--- config.mk ---
export PLATFORM = sky130hd
export DESIGN_NAME = mhp_top
export DESIGN_NICKNAME = d
export VERILOG_FILES = /design/src/mhp_pkg.sv /design/src/mhp_axil_regs.sv /design/src/mhp_dac_sample_pipe.sv /design/src/mhp_dac_serial.sv /design/src/mhp_reset_stretch.sv /design/src/mhp_top.sv
export SDC_FILE = /design/constraint.sdc
export NUM_CORES = 1
export LEC_CHECK = 0
export BUFFER_PORTS_ARGS = -buffer_cell sky130_fd_sc_hd__buf_2
export CORE_MARGIN = 2
export CORE_UTILIZATION = 45
export CTS_BUF_LIST = sky130_fd_sc_hd__clkbuf_4
export DETAILED_ROUTE_END_ITERATION = 10
export GPL_TIMING_DRIVEN = 0
export PLACE_DENSITY_LB_ADDON = 0.1
export SYNTH_ARGS = -nofsm -noshare
export SYNTH_HDL_FRONTEND = slang
export SYNTH_SLANG_ARGS = --single-unit
--- constraint.sdc ---
create_clock -name ck933 -period 2.8 [get_ports ck933]
set_input_delay 0.7 -clock ck933 [delete_from_list [all_inputs] [get_ports ck933]]
set_output_delay 0.7 -clock ck933 [all_outputs]
set_load 0.02 [all_outputs]
--- src/mhp_pkg.sv ---
/*
  Demodulator interface package
  Widths, register map, serial FSM states and bus structs
*/
`default_nettype none

package mhp_pkg;

  localparam int DAC_W   = 14;  // DAC sample width
  localparam int NUM_DAC = 3;

  // Register byte addresses
  typedef enum logic [3:0] {
    REG_VERSION = 4'h0,
    REG_RESET   = 4'h4,
    REG_DAC_EN  = 4'h8,
    REG_SPI     = 4'hC
  } reg_addr_e;

  typedef enum logic [1:0] {
    SPI_IDLE,
    SPI_SHIFT,
    SPI_DONE
  } spi_state_e;

  // Serial frame request, also the REG_SPI write layout in bits 17:0
  typedef struct packed {
    logic [1:0] chan;   // 3 selects no chip
    logic       rd;
    logic [6:0] addr;
    logic [7:0] wdata;
  } spi_cmd_t;

  typedef struct packed {
    logic        awvalid;
    logic [3:0]  awaddr;
    logic        wvalid;
    logic [31:0] wdata;
    logic [3:0]  wstrb;
    logic        bready;
    logic        arvalid;
    logic [3:0]  araddr;
    logic        rready;
  } axil_req_t;

  typedef struct packed {
    logic        awready;
    logic        wready;
    logic        bvalid;
    logic [1:0]  bresp;
    logic        arready;
    logic        rvalid;
    logic [31:0] rdata;
    logic [1:0]  rresp;
  } axil_rsp_t;

  typedef logic [NUM_DAC-1:0][DAC_W-1:0] dac_bus_t;

endpackage

`default_nettype wire

--- src/mhp_axil_regs.sv ---
/*
  AXI4-Lite register block
  Version, soft reset, DAC enables and serial command launch
*/
`timescale 1ns/1ps
`default_nettype none

module mhp_axil_regs
  import mhp_pkg::*;
#(
  parameter logic [15:0] VER_NUMBER = 16'h00aa
) (
  input  wire                ck933,
  input  wire                rs,
  input  wire axil_req_t     axil_req_i,
  input  wire                spi_busy_i,
  input  wire [7:0]          spi_rdata_i,
  output axil_rsp_t          axil_rsp_o,
  output spi_cmd_t           spi_cmd_o,
  output logic               spi_start_o,
  output logic [NUM_DAC-1:0] dac_en_o,
  output logic               soft_rst_o
);

  localparam logic [1:0] RESP_OKAY   = 2'b00;
  localparam logic [1:0] RESP_SLVERR = 2'b10;

  reg_addr_e          wr_addr;
  reg_addr_e          rd_addr;
  logic               wr_hs;
  logic               rd_hs;
  logic [1:0]         wr_resp;
  logic [1:0]         rd_resp;
  logic [31:0]        rd_word;
  logic               bvalid_q;
  logic               rvalid_q;
  logic [1:0]         bresp_q;
  logic [1:0]         rresp_q;
  logic [31:0]        rdata_q;
  logic [NUM_DAC-1:0] dac_en_q;
  logic               soft_rst_q;

  assign wr_addr = reg_addr_e'(axil_req_i.awaddr);
  assign rd_addr = reg_addr_e'(axil_req_i.araddr);

  // One transaction each way, stalled by a pending response
  assign wr_hs = axil_req_i.awvalid & axil_req_i.wvalid & ~bvalid_q;
  assign rd_hs = axil_req_i.arvalid & ~rvalid_q;

  // **************************************************
  // Address decode
  // **************************************************
  assign wr_resp = (wr_addr inside {REG_RESET, REG_DAC_EN, REG_SPI}) ? RESP_OKAY : RESP_SLVERR;

  always_comb begin
    rd_word = '0;
    rd_resp = RESP_OKAY;
    case (rd_addr)
      REG_VERSION: rd_word = {VER_NUMBER, 16'h0000};
      REG_DAC_EN:  rd_word[NUM_DAC-1:0] = dac_en_q;
      REG_SPI:     rd_word = {spi_busy_i, 23'd0, spi_rdata_i};
      default:     rd_resp = RESP_SLVERR;  // Includes write-only REG_RESET
    endcase
  end

  // Frame request goes straight to the serial master
  assign spi_cmd_o   = spi_cmd_t'(axil_req_i.wdata[$bits(spi_cmd_t)-1:0]);
  assign spi_start_o = wr_hs & (wr_addr == REG_SPI) & ~spi_busy_i;  // Dropped while busy

  // **************************************************
  // Handshake and register state
  // **************************************************
  always_ff @(posedge ck933 or posedge rs) begin
    if (rs) begin
      bvalid_q   <= 1'b0;
      bresp_q    <= RESP_OKAY;
      rvalid_q   <= 1'b0;
      rresp_q    <= RESP_OKAY;
      dac_en_q   <= '1;
      soft_rst_q <= 1'b0;
    end else begin
      soft_rst_q <= 1'b0;
      if (wr_hs) begin
        bvalid_q <= 1'b1;
        bresp_q  <= wr_resp;
        if (wr_addr == REG_DAC_EN && axil_req_i.wstrb[0]) begin
          dac_en_q <= axil_req_i.wdata[NUM_DAC-1:0];
        end
        if (wr_addr == REG_RESET && axil_req_i.wstrb[0]) begin
          soft_rst_q <= axil_req_i.wdata[0];  // One-cycle pulse
        end
      end else if (axil_req_i.bready) begin
        bvalid_q <= 1'b0;
      end

      if (rd_hs) begin
        rvalid_q <= 1'b1;
        rresp_q  <= rd_resp;
      end else if (axil_req_i.rready) begin
        rvalid_q <= 1'b0;
      end
    end
  end

  always_ff @(posedge ck933) begin
    if (rd_hs) begin
      rdata_q <= rd_word;
    end
  end

  assign axil_rsp_o.awready = wr_hs;
  assign axil_rsp_o.wready  = wr_hs;
  assign axil_rsp_o.bvalid  = bvalid_q;
  assign axil_rsp_o.bresp   = bresp_q;
  assign axil_rsp_o.arready = ~rvalid_q;
  assign axil_rsp_o.rvalid  = rvalid_q;
  assign axil_rsp_o.rdata   = rdata_q;
  assign axil_rsp_o.rresp   = rresp_q;

  assign dac_en_o   = dac_en_q;
  assign soft_rst_o = soft_rst_q;

endmodule

`default_nettype wire

--- src/mhp_dac_sample_pipe.sv ---
/*
  DAC sample pipeline
  Two register stages, offset-binary conversion and channel blanking
*/
`timescale 1ns/1ps
`default_nettype none

module mhp_dac_sample_pipe
  import mhp_pkg::*;
(
  input  wire                ck933,
  input  wire                rs,
  input  wire [NUM_DAC-1:0]  dac_en_i,
  input  wire dac_bus_t      data_i,
  output dac_bus_t           data_o
);

  dac_bus_t           s1_data_q;
  logic [NUM_DAC-1:0] s1_en_q;

  // Stage 1 samples travel with the enable seen on entry
  always_ff @(posedge ck933) begin
    s1_data_q <= data_i;
  end

  always_ff @(posedge ck933 or posedge rs) begin
    if (rs) begin
      s1_en_q <= '0;
    end else begin
      s1_en_q <= dac_en_i;
    end
  end

  // Stage 2
  always_ff @(posedge ck933 or posedge rs) begin
    if (rs) begin
      data_o <= '0;
    end else begin
      for (int i = 0; i < NUM_DAC; i++) begin
        if (s1_en_q[i]) begin
          // Two's complement to offset binary
          data_o[i] <= {~s1_data_q[i][DAC_W-1], s1_data_q[i][DAC_W-2:0]};
        end else begin
          data_o[i] <= '0;  // Channel blanked
        end
      end
    end
  end

endmodule

`default_nettype wire

--- src/mhp_dac_serial.sv ---
/*
  Serial control port master for three DACs
  Shared divided clock, one chip select per DAC, 16-bit frames
*/
`timescale 1ns/1ps
`default_nettype none

module mhp_dac_serial
  import mhp_pkg::*;
#(
  parameter int CK_DIV_LOG2 = 2
) (
  input  wire                ck933,
  input  wire                rs,
  input  wire                start_i,
  input  wire spi_cmd_t      cmd_i,
  input  wire                sdi_i,
  output logic               busy_o,
  output logic [7:0]         rdata_o,
  output logic               sclk_o,
  output logic [NUM_DAC-1:0] ncs_o,
  output logic               sdo_o,
  output logic               soe_o
);

  localparam int FRAME_BITS = 16;
  localparam logic [CK_DIV_LOG2-1:0] DIV_RISE = CK_DIV_LOG2'(2 ** (CK_DIV_LOG2 - 1) - 1);

  spi_state_e              state_q;
  logic [CK_DIV_LOG2-1:0]  div_q;
  logic [3:0]              bit_q;
  logic [FRAME_BITS-1:0]   shift_q;
  logic [7:0]              rx_q;
  logic [1:0]              chan_q;
  logic                    rd_q;
  logic                    div_wrap;
  logic                    div_rise;
  logic                    launch;
  logic [NUM_DAC-1:0]      cs_sel;

  assign div_wrap = &div_q;                 // sclk falls here
  assign div_rise = (div_q == DIV_RISE);    // sclk rises here
  assign launch   = (state_q == SPI_IDLE) & start_i & ~busy_o;

  // One-hot chip select, channel 3 selects nothing
  always_comb begin
    cs_sel = '0;
    if (chan_q < NUM_DAC) begin
      cs_sel[chan_q] = 1'b1;
    end
  end

  always_ff @(posedge ck933 or posedge rs) begin
    if (rs) div_q <= '0;
    else    div_q <= div_q + 1'b1;
  end

  // **************************************************
  // Frame FSM
  // **************************************************
  always_ff @(posedge ck933 or posedge rs) begin
    if (rs) begin
      state_q <= SPI_IDLE;
      bit_q   <= '0;
      busy_o  <= 1'b0;
      sclk_o  <= 1'b1;
      ncs_o   <= '1;
      soe_o   <= 1'b0;
      rdata_o <= '0;
    end else begin
      case (state_q)
        SPI_IDLE: begin
          if (launch) begin
            busy_o <= 1'b1;
          end else if (busy_o && div_wrap) begin  // Frame aligned to divider
            state_q <= SPI_SHIFT;
            bit_q   <= '0;
            sclk_o  <= 1'b0;
            ncs_o   <= ~cs_sel;
            soe_o   <= 1'b1;
          end
        end
        SPI_SHIFT: begin
          if (div_rise) begin
            sclk_o <= 1'b1;
          end else if (div_wrap) begin
            if (bit_q == 4'(FRAME_BITS - 1)) begin
              state_q <= SPI_DONE;
              ncs_o   <= '1;
              soe_o   <= 1'b0;
              if (rd_q) rdata_o <= rx_q;
            end else begin
              bit_q  <= bit_q + 1'b1;
              sclk_o <= 1'b0;
              // Turn sdio around after rd and address
              if (bit_q == 4'd7 && rd_q) soe_o <= 1'b0;
            end
          end
        end
        SPI_DONE: begin
          busy_o  <= 1'b0;
          state_q <= SPI_IDLE;
        end
        default: state_q <= SPI_IDLE;
      endcase
    end
  end

  // Transmit shifter, MSB first
  always_ff @(posedge ck933 or posedge rs) begin
    if (rs) begin
      shift_q <= '0;
    end else if (launch) begin
      shift_q <= {cmd_i.rd, cmd_i.addr, cmd_i.wdata};
    end else if (state_q == SPI_SHIFT && div_wrap) begin
      shift_q <= {shift_q[FRAME_BITS-2:0], 1'b0};
    end
  end

  always_ff @(posedge ck933) begin
    if (launch) begin
      chan_q <= cmd_i.chan;
      rd_q   <= cmd_i.rd;
    end
    if (state_q == SPI_SHIFT && div_rise && bit_q[3]) begin
      rx_q <= {rx_q[6:0], sdi_i};  // Data phase bits only
    end
  end

  assign sdo_o = shift_q[FRAME_BITS-1];

endmodule

`default_nettype wire

--- src/mhp_reset_stretch.sv ---
/*
  Reset stretcher
  Holds the internal and DAC reset for RST_CYCLES after a soft reset
*/
`timescale 1ns/1ps
`default_nettype none

module mhp_reset_stretch #(
  parameter int RST_CYCLES = 6
) (
  input  wire  ck933,
  input  wire  rs,
  input  wire  soft_rst_i,
  output logic rst_o
);

  localparam int CW = $clog2(RST_CYCLES + 1);

  logic [CW-1:0] cnt_q;

  always_ff @(posedge ck933 or posedge rs) begin
    if (rs) begin
      cnt_q <= '0;
      rst_o <= 1'b1;
    end else if (soft_rst_i) begin
      cnt_q <= CW'(RST_CYCLES - 1);  // Pulse cycle counts as the first
      rst_o <= 1'b1;
    end else if (cnt_q != '0) begin
      cnt_q <= cnt_q - 1'b1;
      rst_o <= 1'b1;
    end else begin
      rst_o <= 1'b0;
    end
  end

endmodule

`default_nettype wire

--- src/mhp_top.sv ---
/*
  Demodulator interface top level
  AXI4-Lite registers, reset stretcher, DAC serial port and sample outputs
*/
`timescale 1ns/1ps
`default_nettype none

module mhp_top
  import mhp_pkg::*;
#(
  parameter logic [15:0] VER_NUMBER  = 16'h00aa,
  parameter int          RST_CYCLES  = 6,
  parameter int          CK_DIV_LOG2 = 2
) (
  input  wire                ck933,
  input  wire                rs,
  input  wire axil_req_t     axil_req_i,
  input  wire dac_bus_t      dac_data_i,
  input  wire                dac_sdi_i,
  output axil_rsp_t          axil_rsp_o,
  output dac_bus_t           dac_d_o,
  output logic               dac_sclk_o,
  output logic [NUM_DAC-1:0] dac_ncs_o,
  output logic               dac_sdo_o,
  output logic               dac_soe_o,
  output logic               dac_rst_o
);

  spi_cmd_t           spi_cmd;
  logic               spi_start;
  logic               spi_busy;
  logic [7:0]         spi_rdata;
  logic [NUM_DAC-1:0] dac_en;
  logic               soft_rst;
  logic               int_rst;

  // Register block stays on the external reset
  mhp_axil_regs #(
    .VER_NUMBER (VER_NUMBER)
  ) regs_i (
    .ck933       (ck933),
    .rs          (rs),
    .axil_req_i  (axil_req_i),
    .spi_busy_i  (spi_busy),
    .spi_rdata_i (spi_rdata),
    .axil_rsp_o  (axil_rsp_o),
    .spi_cmd_o   (spi_cmd),
    .spi_start_o (spi_start),
    .dac_en_o    (dac_en),
    .soft_rst_o  (soft_rst)
  );

  mhp_reset_stretch #(
    .RST_CYCLES (RST_CYCLES)
  ) rst_i (
    .ck933      (ck933),
    .rs         (rs),
    .soft_rst_i (soft_rst),
    .rst_o      (int_rst)
  );

  mhp_dac_serial #(
    .CK_DIV_LOG2 (CK_DIV_LOG2)
  ) serial_i (
    .ck933   (ck933),
    .rs      (int_rst),
    .start_i (spi_start),
    .cmd_i   (spi_cmd),
    .sdi_i   (dac_sdi_i),
    .busy_o  (spi_busy),
    .rdata_o (spi_rdata),
    .sclk_o  (dac_sclk_o),
    .ncs_o   (dac_ncs_o),
    .sdo_o   (dac_sdo_o),
    .soe_o   (dac_soe_o)
  );

  mhp_dac_sample_pipe pipe_i (
    .ck933    (ck933),
    .rs       (int_rst),
    .dac_en_i (dac_en),
    .data_i   (dac_data_i),
    .data_o   (dac_d_o)
  );

  assign dac_rst_o = int_rst;  // DAC reset pin follows internal reset

endmodule

`default_nettype wire

After elaboration in Yosys (flattened, before gate mapping) --
Index checks and enable logic that the tools add are counted.
Word-level totals: register bits 182, output and inout port bits 90
Operators by class: add/subtract/negate cells 3, magnitude comparators 3, equality and inequality tests 20, muxes and demuxes 55, bitwise gates (word level) 15, reductions and logical operators 28
Operators with widths (number):
- case mux 29 bit (2 select lines) | 1
- two-way mux 14 bit | 3
- two-way mux 16 bit | 2
- two-way mux 3 bit | 8
- AND reduction 6 bit | 4
- two-way mux 1 bit | 21
- equality test 4 bit (second input constant) | 5
- two-way mux 4 bit | 5
- two-way mux 2 bit | 7
- case mux 3 bit (2 select lines) | 2
- nonzero test 2 bit | 6
- AND reduction 5 bit | 2
- equality test 4 x 3 -> 1 bit (second input constant) | 2
- logical AND 1 bit | 8
- inequality test 2 bit (second input constant) | 4
- case mux 4 bit (2 select lines) | 1
- bitwise AND 1 bit | 7
- NOT 1 bit | 7
- inequality test 2 x 1 -> 1 bit (second input constant) | 3
- inequality test 3 x 1 -> 1 bit (second input constant) | 2
- case mux 1 bit (2 select lines) | 3
- AND reduction 2 bit | 3
- nonzero test 3 bit | 2
- adder 4 x 1 -> 4 bit (second input constant) | 1
- other kinds (14) | 15

Depth between registers and ports, before layout --
Gate-level depths: netlist of the first run.
depth in word-level cells 9, depth in mapped cells 6, mapped depth without buffers 5

Modules after synthesis --
A second synthesis of the first run with hierarchy kept.
Second synthesis, totals: cells, all modules 408, area, all modules 5821.8 um^2
By module, submodules not included:
- mhp_dac_sample_pipe | instances 1, cells an instance 133, area each 2267.2 um^2, sequential area each 1966.9 um^2
- mhp_dac_serial | instances 1, cells an instance 151, area each 2218.4 um^2, sequential area each 1286.2 um^2
- mhp_axil_regs | instances 1, cells an instance 105, area each 1126.1 um^2, sequential area each 504.2 um^2
- mhp_reset_stretch | instances 1, cells an instance 19, area each 210.2 um^2, sequential area each 101.3 um^2

Worst setup path before layout of the first run --
Ideal clock, no wire load.
path type in2out, start point input port axil_req_i[43] (netlist bit), end point output port axil_rsp_o[39] (netlist bit), data arrival time 1078 ps, data required time 2100 ps, slack 1022 ps, stages 3, path buffers 1, cell sequence nand3b_1 > inv_1 > buf_4
Between the ends: longest elaborated chain between the ends 2
Ends and longest elaborated chain:
- from (decl) | RTL line mhp_top.sv:17 | input wire axil_req_t axil_req_i,
- bitwise AND 1 bit (2 in series) | RTL line mhp_axil_regs.sv:47 | assign wr_hs = axil_req_i.awvalid & axil_req_i.wvalid & ~bvalid_q;
- to (decl) | RTL line mhp_top.sv:20 | output axil_rsp_t axil_rsp_o,
No other way between the ends.

Worst setup path in the final report of the first run --
start point register regs_i.bvalid_q, end point output port axil_rsp_o[40] (netlist bit)
Between the ends: longest elaborated chain between the ends 2
Ends and longest elaborated chain:
- from (decl) | RTL line mhp_axil_regs.sv:35 | logic bvalid_q;
- from (signal assigned) | RTL line mhp_axil_regs.sv:75 | bvalid_q <= 1'b0;
- from (signal assigned) | RTL line mhp_axil_regs.sv:84 | bvalid_q <= 1'b1;
- from (signal assigned) | RTL line mhp_axil_regs.sv:93 | bvalid_q <= 1'b0;
- NOT 1 bit | RTL line mhp_axil_regs.sv:47
- bitwise AND 1 bit | RTL line mhp_axil_regs.sv:47
No other way between the ends.

==> results by stage, run 1 <==
Detailed routing:
- The count of routing violations after the opening detailed-route iteration is 172.
- The routed length per instance is 13.1 um.
- The final wirelength is 9.82 mm.
- The residual DRC count is 0.
- The vias after detailed routing is 3382.
- The residual antenna-violating net count after detailed routing is 0.
- The pre-antenna-repair detailed-routing pass consisted of 4 iterations.
- The post-detailed-route via-to-cell ratio is 4.52.

Layout:
- The share of post-route cells with drive strength above 1 is 0.444.
- For this run, the share of the core covered by cells in the final layout is 0.574.
- The antenna cell count is 0.
- Leaving out fill and tap cells, the most frequent cells in the layout are buf_2, dfrtp_1, and2_1.
- The library cell used most frequently in the layout, excluding fill and tap cells, is buf_2.
- The signed area change from the synthesized netlist to the final layout is 23.6%.
- The final net count is 667.

STA:
- At the pin with the least slew margin, the transition time is 973 ps.
- Measured against its own limit, the worst slew margin works out to 0.350.
- For this run, the top clock speed supported by timing is 426 MHz.
- The total negative slack is 0 ps.
- Setup repair after global routing left no endpoint under its margin.
- The number of pins with negative max-slew slack in the final report came to 0.
- The clock arrives with 13.9 ps of skew.
- Setup violations remaining at the end of the flow were counted as 0.
- The final hold violation count is 0.
- The final critical-path share of the clock period is 0.838.
- Counting I/O delays and the setup requirement, the final critical path takes 2350 ps.

Setup path:
- Of all nets on the critical path, the largest fanout is 5.
- Traced cell by cell, the critical path runs through nand3b_1 -> inv_1 -> buf_4 -> buf_2.
- The critical path is of the register to output pin type.
- The largest individual stage delay along the critical path comes from the cell dfrtp_1.
- The largest single stage delay on the critical path is 420 ps.
- The startpoint of the most critical register-to-register path is serial_i.div_q[0].
- The launching element type of the critical path is a register.
- The worst setup path is captured at an output pin.
- Data on the critical path arrives at its endpoint at 1650 ps.
- The worst endpoint required time is 2100 ps.
- The launch point of the worst path is regs_i.bvalid_q.

Clock network:
- The clock tree root buffer cell is clkbuf_4.
- Gates resized during post-CTS repair numbered 0.
- The number of buffers added to fix hold violations after cts is 0.
- TritonCTS built the clock tree.
- The number of levels the H-tree was split into is 4.
- The post-CTS setup repair buffer count is 0.
- Counting the buffers created by CTS gives 17.
- Clock-pin slew was measured on the worst setup and hold paths at 130 ps.
- No sink is reached through more buffers than the 2 on the longest clock path.
- At the later pin of the worst-skew pair, clock insertion delay measures 540 ps.
- Clock tree synthesis found a total of 158 sinks.

Synthesis:
- The synthesized design contains 158 register bits.
- The sequential-to-total area share from yosys stat is 0.689.
- The mean cell area of the mapped netlist is 14.6 um^2.
- The proportion of netlist area held by the largest area contributor is 0.389.
- The number of synthesized flops with an enable pin is 21.
- After synthesis, the cell types taking the most area are dfrtp_1, dfxtp_1, edfxtp_1.
- The most instantiated flip-flop cell in the synthesis netlist is dfrtp_1.
- The count of cell types in the netlist is 51.
- The synthesized design spends more area on one cell type than any other, namely dfrtp_1.
- The count of mapped cells out of synthesis is 384.
- Yosys printed 0 warnings.
- The share of flip-flops with an asynchronous set or reset is 0.601.
- The synthesized netlist occupies a cell area of 5600 um^2.

GRT:
- The residual overflow from global routing is 0.
- The via count of the first global-routing pass is 3335.
- The initial antenna violation count is 1.
- The global-route usage over all layers is 0.158.
- Entering global routing, the biggest net connects 49 pins.
- The first-pass GRT wire length is 15.8 mm.

Worst hold path:
- The path class of the tightest hold or removal check is primary input to asynchronous set/reset pin.

Die:
- The height of the die is 116 um.
- The initial utilization of the core area, before any placement, comes to 0.465.
- The width of the chip is 116 um.
- The placeable core region is 12100 um^2.
- In this run the count of I/O pins placed on the die edge is 184.
- The die area is 13400 um^2.
- The floorplan has 40 rows.

Pwr:
- The peak supply drop is 409 uV.
- The cell area power density is 749 nW/um^2.
- The leakage component of the power is 3.55 nW.

Flow run:
- The max-capacitance violation count is 0.

Placement:
- Port buffering added 144 buffers.
- Detailed placement finished with a half-perimeter wire length of 7.28 mm.
- At the end of routability-driven placement, the weighted congestion stood at 0.778.

Run status:
- The run finished with clean final reports.
-- cell usage after synthesis (2+ instances only) --
library cell / instances
o21ai_0: 3
edfxtp_1: 21
mux2_2: 25
buf_6: 2
and2_1: 45
nor4b_1: 2
nand2_1: 3
buf_4: 30
nand3_1: 3
clkbuf_1: 4
dfrtp_1: 87
nor3_1: 3
dfstp_2: 8
ha_1: 5
inv_1: 17
nor2_1: 10
and4b_1: 2
nor2b_1: 5
dfxtp_1: 42
and3_1: 3
a21oi_1: 7
nand4bb_1: 2
o31ai_1: 2
mux2_1: 7
mux2i_1: 6
a31oi_1: 4
o32a_1: 3
mux2_4: 7
nand3b_1: 2
nand2b_1: 3
-- cell type report --
cell class | instances | area, um^2
clock inverters | 15 | 156
plain buffers | 37 | 268
flip-flops and latches | 158 | 3860
clock buffers | 17 | 128
inverters | 17 | 66.3
repair buffers | 145 | 748
well taps | 168 | 210
multi-input cells | 192 | 1490
fillers | 1059 | 5140
-- power breakdown --
part,switching [W],leakage [nW],total (W),internal (W)
combinational,0.000636,1.60,0.00109,0.000455
clock,0.000806,0.152,0.00135,0.000542
sequential,0.000158,1.80,0.00275,0.00259
total,0.00160,3.55,0.00519,0.00359
-- metrics by stage --
step / hold slack, ps / instances / setup slack, ps / total power [W] / instance area, um^2
finish: 157 / 749 / 453 / 0.00519 / 6920
detailed placement: 324 / 717 / 690 / 0.00392 / 6640
CTS: 111 / 749 / 378 / 0.00528 / 6920
global placement: 364 / 716 / -700 / 0.00384 / 6610
global route: 127 / 749 / 307 / 0.00553 / 6920
floorplan: 361 / 404 / 255 / 0.00354 / 5680
-- cells by family (layout without fill, tap and decap cells) --
family,after synthesis,after routing,synth area share
xor gates and xnor gates,1,1,0.00156
other,1,21,0.000669
buffers and inverters,54,231,0.0592
DFF,158,158,0.689
muxes,45,45,0.0938
AOI/OAI and AO/OA,27,27,0.0331
adders and majority gates,5,5,0.0112
and+or+nand+nor,93,93,0.112
-- flip-flops by register name (all words and copies together) (netlist names), 3 cells and up --
name              cells
pipe_i.data_o        42
pipe_i.s1_data_q     42
serial_i.shift_q     16
regs_i.rdata_q       10
serial_i.rdata_o      8
serial_i.rx_q         8
serial_i.bit_q        4
pipe_i.s1_en_q        3
regs_i.dac_en_o       3
rst_i.cnt_q           3
serial_i.ncs_o        3
-- per-layer routing --
metal | wire length [um] | share of wire | GRT usage
met5 | 0 | 0 | 0
met3 | 708 | 0.072 | 0.0633
met1 | 3990 | 0.41 | 0.186
met2 | 4950 | 0.50 | 0.257
met4 | 174 | 0.018 | 0.0707
-- worst max-delay path: cells and delay by family, from the launching register on --
family	cells	cell delay (ps)
buffers and inverters	3	470
DFF	1	420
and+or+nand+nor	1	220
-- worst paths after layout --
path / endpoint / slack [ps] / cells after the start
worst min register to register: serial_i.div_q[1] / 320 / 1
worst min-delay path: regs_i.soft_rst_o / 160 / 2
worst max-delay path: axil_rsp_o[40] / 450 / 4
worst max register to register: serial_i.shift_q[5] / 990 / 6
max in group asynchronous: pipe_i.data_o[25] / 1870 / 2
min in group ck933: pipe_i.s1_data_q[31] / 250 / 1
No activity file was read; power rests on OpenSTA's default activity.
==> run 2: changes to the inputs <==
==> constraint.sdc (replaced) <==
create_clock -name ck933 -period 2.13 [get_ports ck933]
set_input_delay 0.5325 -clock ck933 [delete_from_list [all_inputs] [get_ports ck933]]
set_output_delay 0.5325 -clock ck933 [all_outputs]
set_load 0.02 [all_outputs]
==> run 2 against run 1 <==
Global-route usage rose by 0.25 points; clock power up 33%; non-clock buffer count is 11 higher; combinational power rose by 36%; flip-flop and latch count stayed put; power is 33% higher; via count shrank 0.47%; first-iteration DRC count grew 0.58%; critical path type unchanged.
==> results by stage, run 2 (synthesized netlist as in run 1, its figures left out) <==
Run status:
- Run status: completed (unchanged).

GRT:
- The initial antenna violation count is 0 (was 1).
- The via count of the first global-routing pass is 3328 (was 3335).
- The first-pass GRT wire length is 16.0 mm (was 15.8 mm).
- The global-route usage over all layers was 0.161 (was 0.158).
- The residual overflow from global routing came to 0 (unchanged).
- The largest net degree at the start of global routing is 33 (was 49).

STA:
- Derived from the worst setup path, the maximum achievable clock frequency is 487 MHz.
- The minimum clock period is 2050 ps.
- The final hold violation count is 0 (unchanged).
- The worst setup skew after layout is 11.5 ps (was 13.9 ps).
- The count of endpoints failing setup in the final report is 0 (unchanged).
- The actual transition at the worst max-transition pin is 984 ps (was 973 ps).
- The total negative slack is 0 ps (unchanged).
- The headroom to the max-slew limit is 0.342 (was 0.350).
- The number of pins with negative max-slew slack in the final report is 0 (unchanged).
- In the finished design, the share of the clock period the worst path needs comes to 0.964.

Die:
- The width of the chip is 116 um (unchanged).
- The height of the die is 116 um (unchanged).
- The placeable core region is 12100 um^2 (unchanged).
- The starting density of the core is 0.465 (unchanged).
- The die area is 13400 um^2 (unchanged).
- The number of top-level pins is 184 (unchanged).
- The count of standard-cell rows is 40 (unchanged).

Layout:
- The share of post-route cells with drive strength above 1 is 0.451 (was 0.444).
- The leading cell type in the layout, fill and taps excluded is buf_2 (unchanged).
- Highest-count cells in the layout ignoring fill and taps: buf_2, dfrtp_1, and2_1 (unchanged).
- The fill cell instance count of the final layout came to 1021 (was 1059).
- The number of cells in the finished layout apart from fillers is 760 (was 749).
- The antenna cell count is 0 (unchanged).
- The signed area change from the synthesized netlist to the final layout is 25.6% (was 23.6%).
- The final net count is 678 (was 667).
- Registers with the most flip-flops: pipe_i.data_o (42), pipe_i.s1_data_q (42), serial_i.shift_q (16) (unchanged).

Detailed routing:
- The first-pass iteration count of the detailed router is 4 (unchanged).
- The final wirelength is 10.1 mm (was 9.82 mm).
- The routed length per instance is 13.3 um (was 13.1 um).
- The residual DRC count is 0 (unchanged).
- The count of routing violations after the opening detailed-route iteration is 173 (was 172).
- The vias after detailed routing is 3366 (was 3382).
- The post-detailed-route via-to-cell ratio is 4.43 (was 4.52).
- The residual antenna-violating net count after detailed routing came to 0 (unchanged).

Worst hold path:
- Along the worst hold path, the cell count comes to 1.
- The path type of the worst min-delay path is primary input to register (was primary input to asynchronous set/reset pin).

Setup path:
- The launching element type of the critical path is a register (unchanged).
- The element type at the critical path end is an output pin (unchanged).
- The critical setup path kind is register to output pin (unchanged).
- The critical-path maximum fanout is 3 (was 5).
- The worst endpoint required time was 1600 ps (was 2100 ps).
- The arrival time at the worst endpoint is 1520 ps (was 1650 ps).
- The depth of the worst register-to-register path is 6 (unchanged).

Clock network:
- The number of levels the H-tree was split into came to 4 (unchanged).
- The number of clock sinks is 158 (unchanged).
- The clock tree root buffer cell is clkbuf_4 (unchanged).
- The maximum buffer depth of the clock tree is 2 (unchanged).
- The later-pin clock latency in the skew report is 550 ps (was 540 ps).
- The number of CTS-inserted buffers was 17 (unchanged).
- The clock-pin slew reported for the worst setup and hold paths after clock tree synthesis is 130 ps (about the same).
- The TritonCTS clock tree is built (unchanged).

Pwr:
- The leakage component of the power is 3.61 nW (was 3.55 nW).
- The peak supply drop is 578 uV (was 409 uV).
- The cell area power density came to 981 nW/um^2 (was 749 nW/um^2).
- The total power draw is 0.00690 W (was 0.00519 W).

Placement:
- The number of cells after detailed placement is 718 (was 717).
- The count of input and output buffers was 144 (unchanged).
- The global placer's final weighted congestion is 0.764 (was 0.778).
- The sum of net half-perimeters after detailed placement came to 7.43 mm (was 7.28 mm).

Flow run:
- The max-capacitance violation count is 0 (unchanged).
-- run 2: cell types whose count changed in the layout (fill, tap and decap cells not counted), sizes merged --
cell	delta
buf	+7
clkbuf	+1
dlygate4sd3	+4
inv	-1
-- run 2: where the power goes --
part | internal [W] | switching [W]
Clock | 0.000731 | 0.00107
Combinational | 0.000633 | 0.000847
Sequential | 0.00341 | 0.000211
-- run 2: repair_timing --
action | 4_1_cts | 5_1_grt
gates resized for setup | 1 | 3
setup buffers | 3 | 3
hold buffers | 1 | 3
endpoints found under the setup margin | 2 | 2
endpoints found under the hold margin | 8 | 3
-- run 2: path summary, 6_finish.rpt --
path / startpoint / end / slack [ps]
worst max-delay path: regs_i.bvalid_q / axil_rsp_o[39] / 80
worst min-delay path: dac_data_i[6] / pipe_i.s1_data_q[6] / 70
worst max register to register: regs_i.bvalid_q / serial_i.shift_q[5] / 310
worst min register to register: rst_i.rst_o / pipe_i.s1_en_q[0] / 340
max in group asynchronous: rst_i.rst_o / serial_i.sclk_o / 1170
min in group asynchronous: rst_i.rst_o / pipe_i.s1_en_q[0] / 340
-- run 2: critical path: stages, from the launching register on --
cell,delay (ps)
dfrtp_1,410
nand3b_1,210
inv_2,130
buf_4,110
buf_4,120
-- run 2: final cells by class --
cell class | instances | area, um^2 | area share
Buffer | 37 | 268 | 0.0381
Clock buffer | 18 | 135 | 0.0192
Clock inverter | 14 | 154 | 0.0219
Inverter | 17 | 67.6 | 0.00960
Multi-Input combinational cell | 192 | 1490 | 0.211
Sequential cell | 158 | 3860 | 0.548
Tap cell | 168 | 210 | 0.0299
Timing Repair Buffer | 156 | 855 | 0.121
-- run 2: stage by stage --
step | setup slack [ps] | hold WS (ps) | area, um^2 | util
finish | 75.7 | 74.0 | 7040 | 0.583
floorplan | 458 | 361 | 5680 | -
global placement | 269 | 363 | 6610 | 0.548
global route | -21.5 | 0.831 | 7040 | 0.583
detailed placement | 237 | 358 | 6650 | 0.552
CTS | 28.4 | 17.2 | 6970 | 0.578
-- run 2: per-layer routing --
metal / share of wire / track usage / up-vias
met5: 0 / 0 / -
met4: 0.022 / 0.0755 / 0
met3: 0.068 / 0.0554 / 17
met2: 0.48 / 0.258 / 123
met1: 0.43 / 0.196 / 1583
li1: - / - / 1643
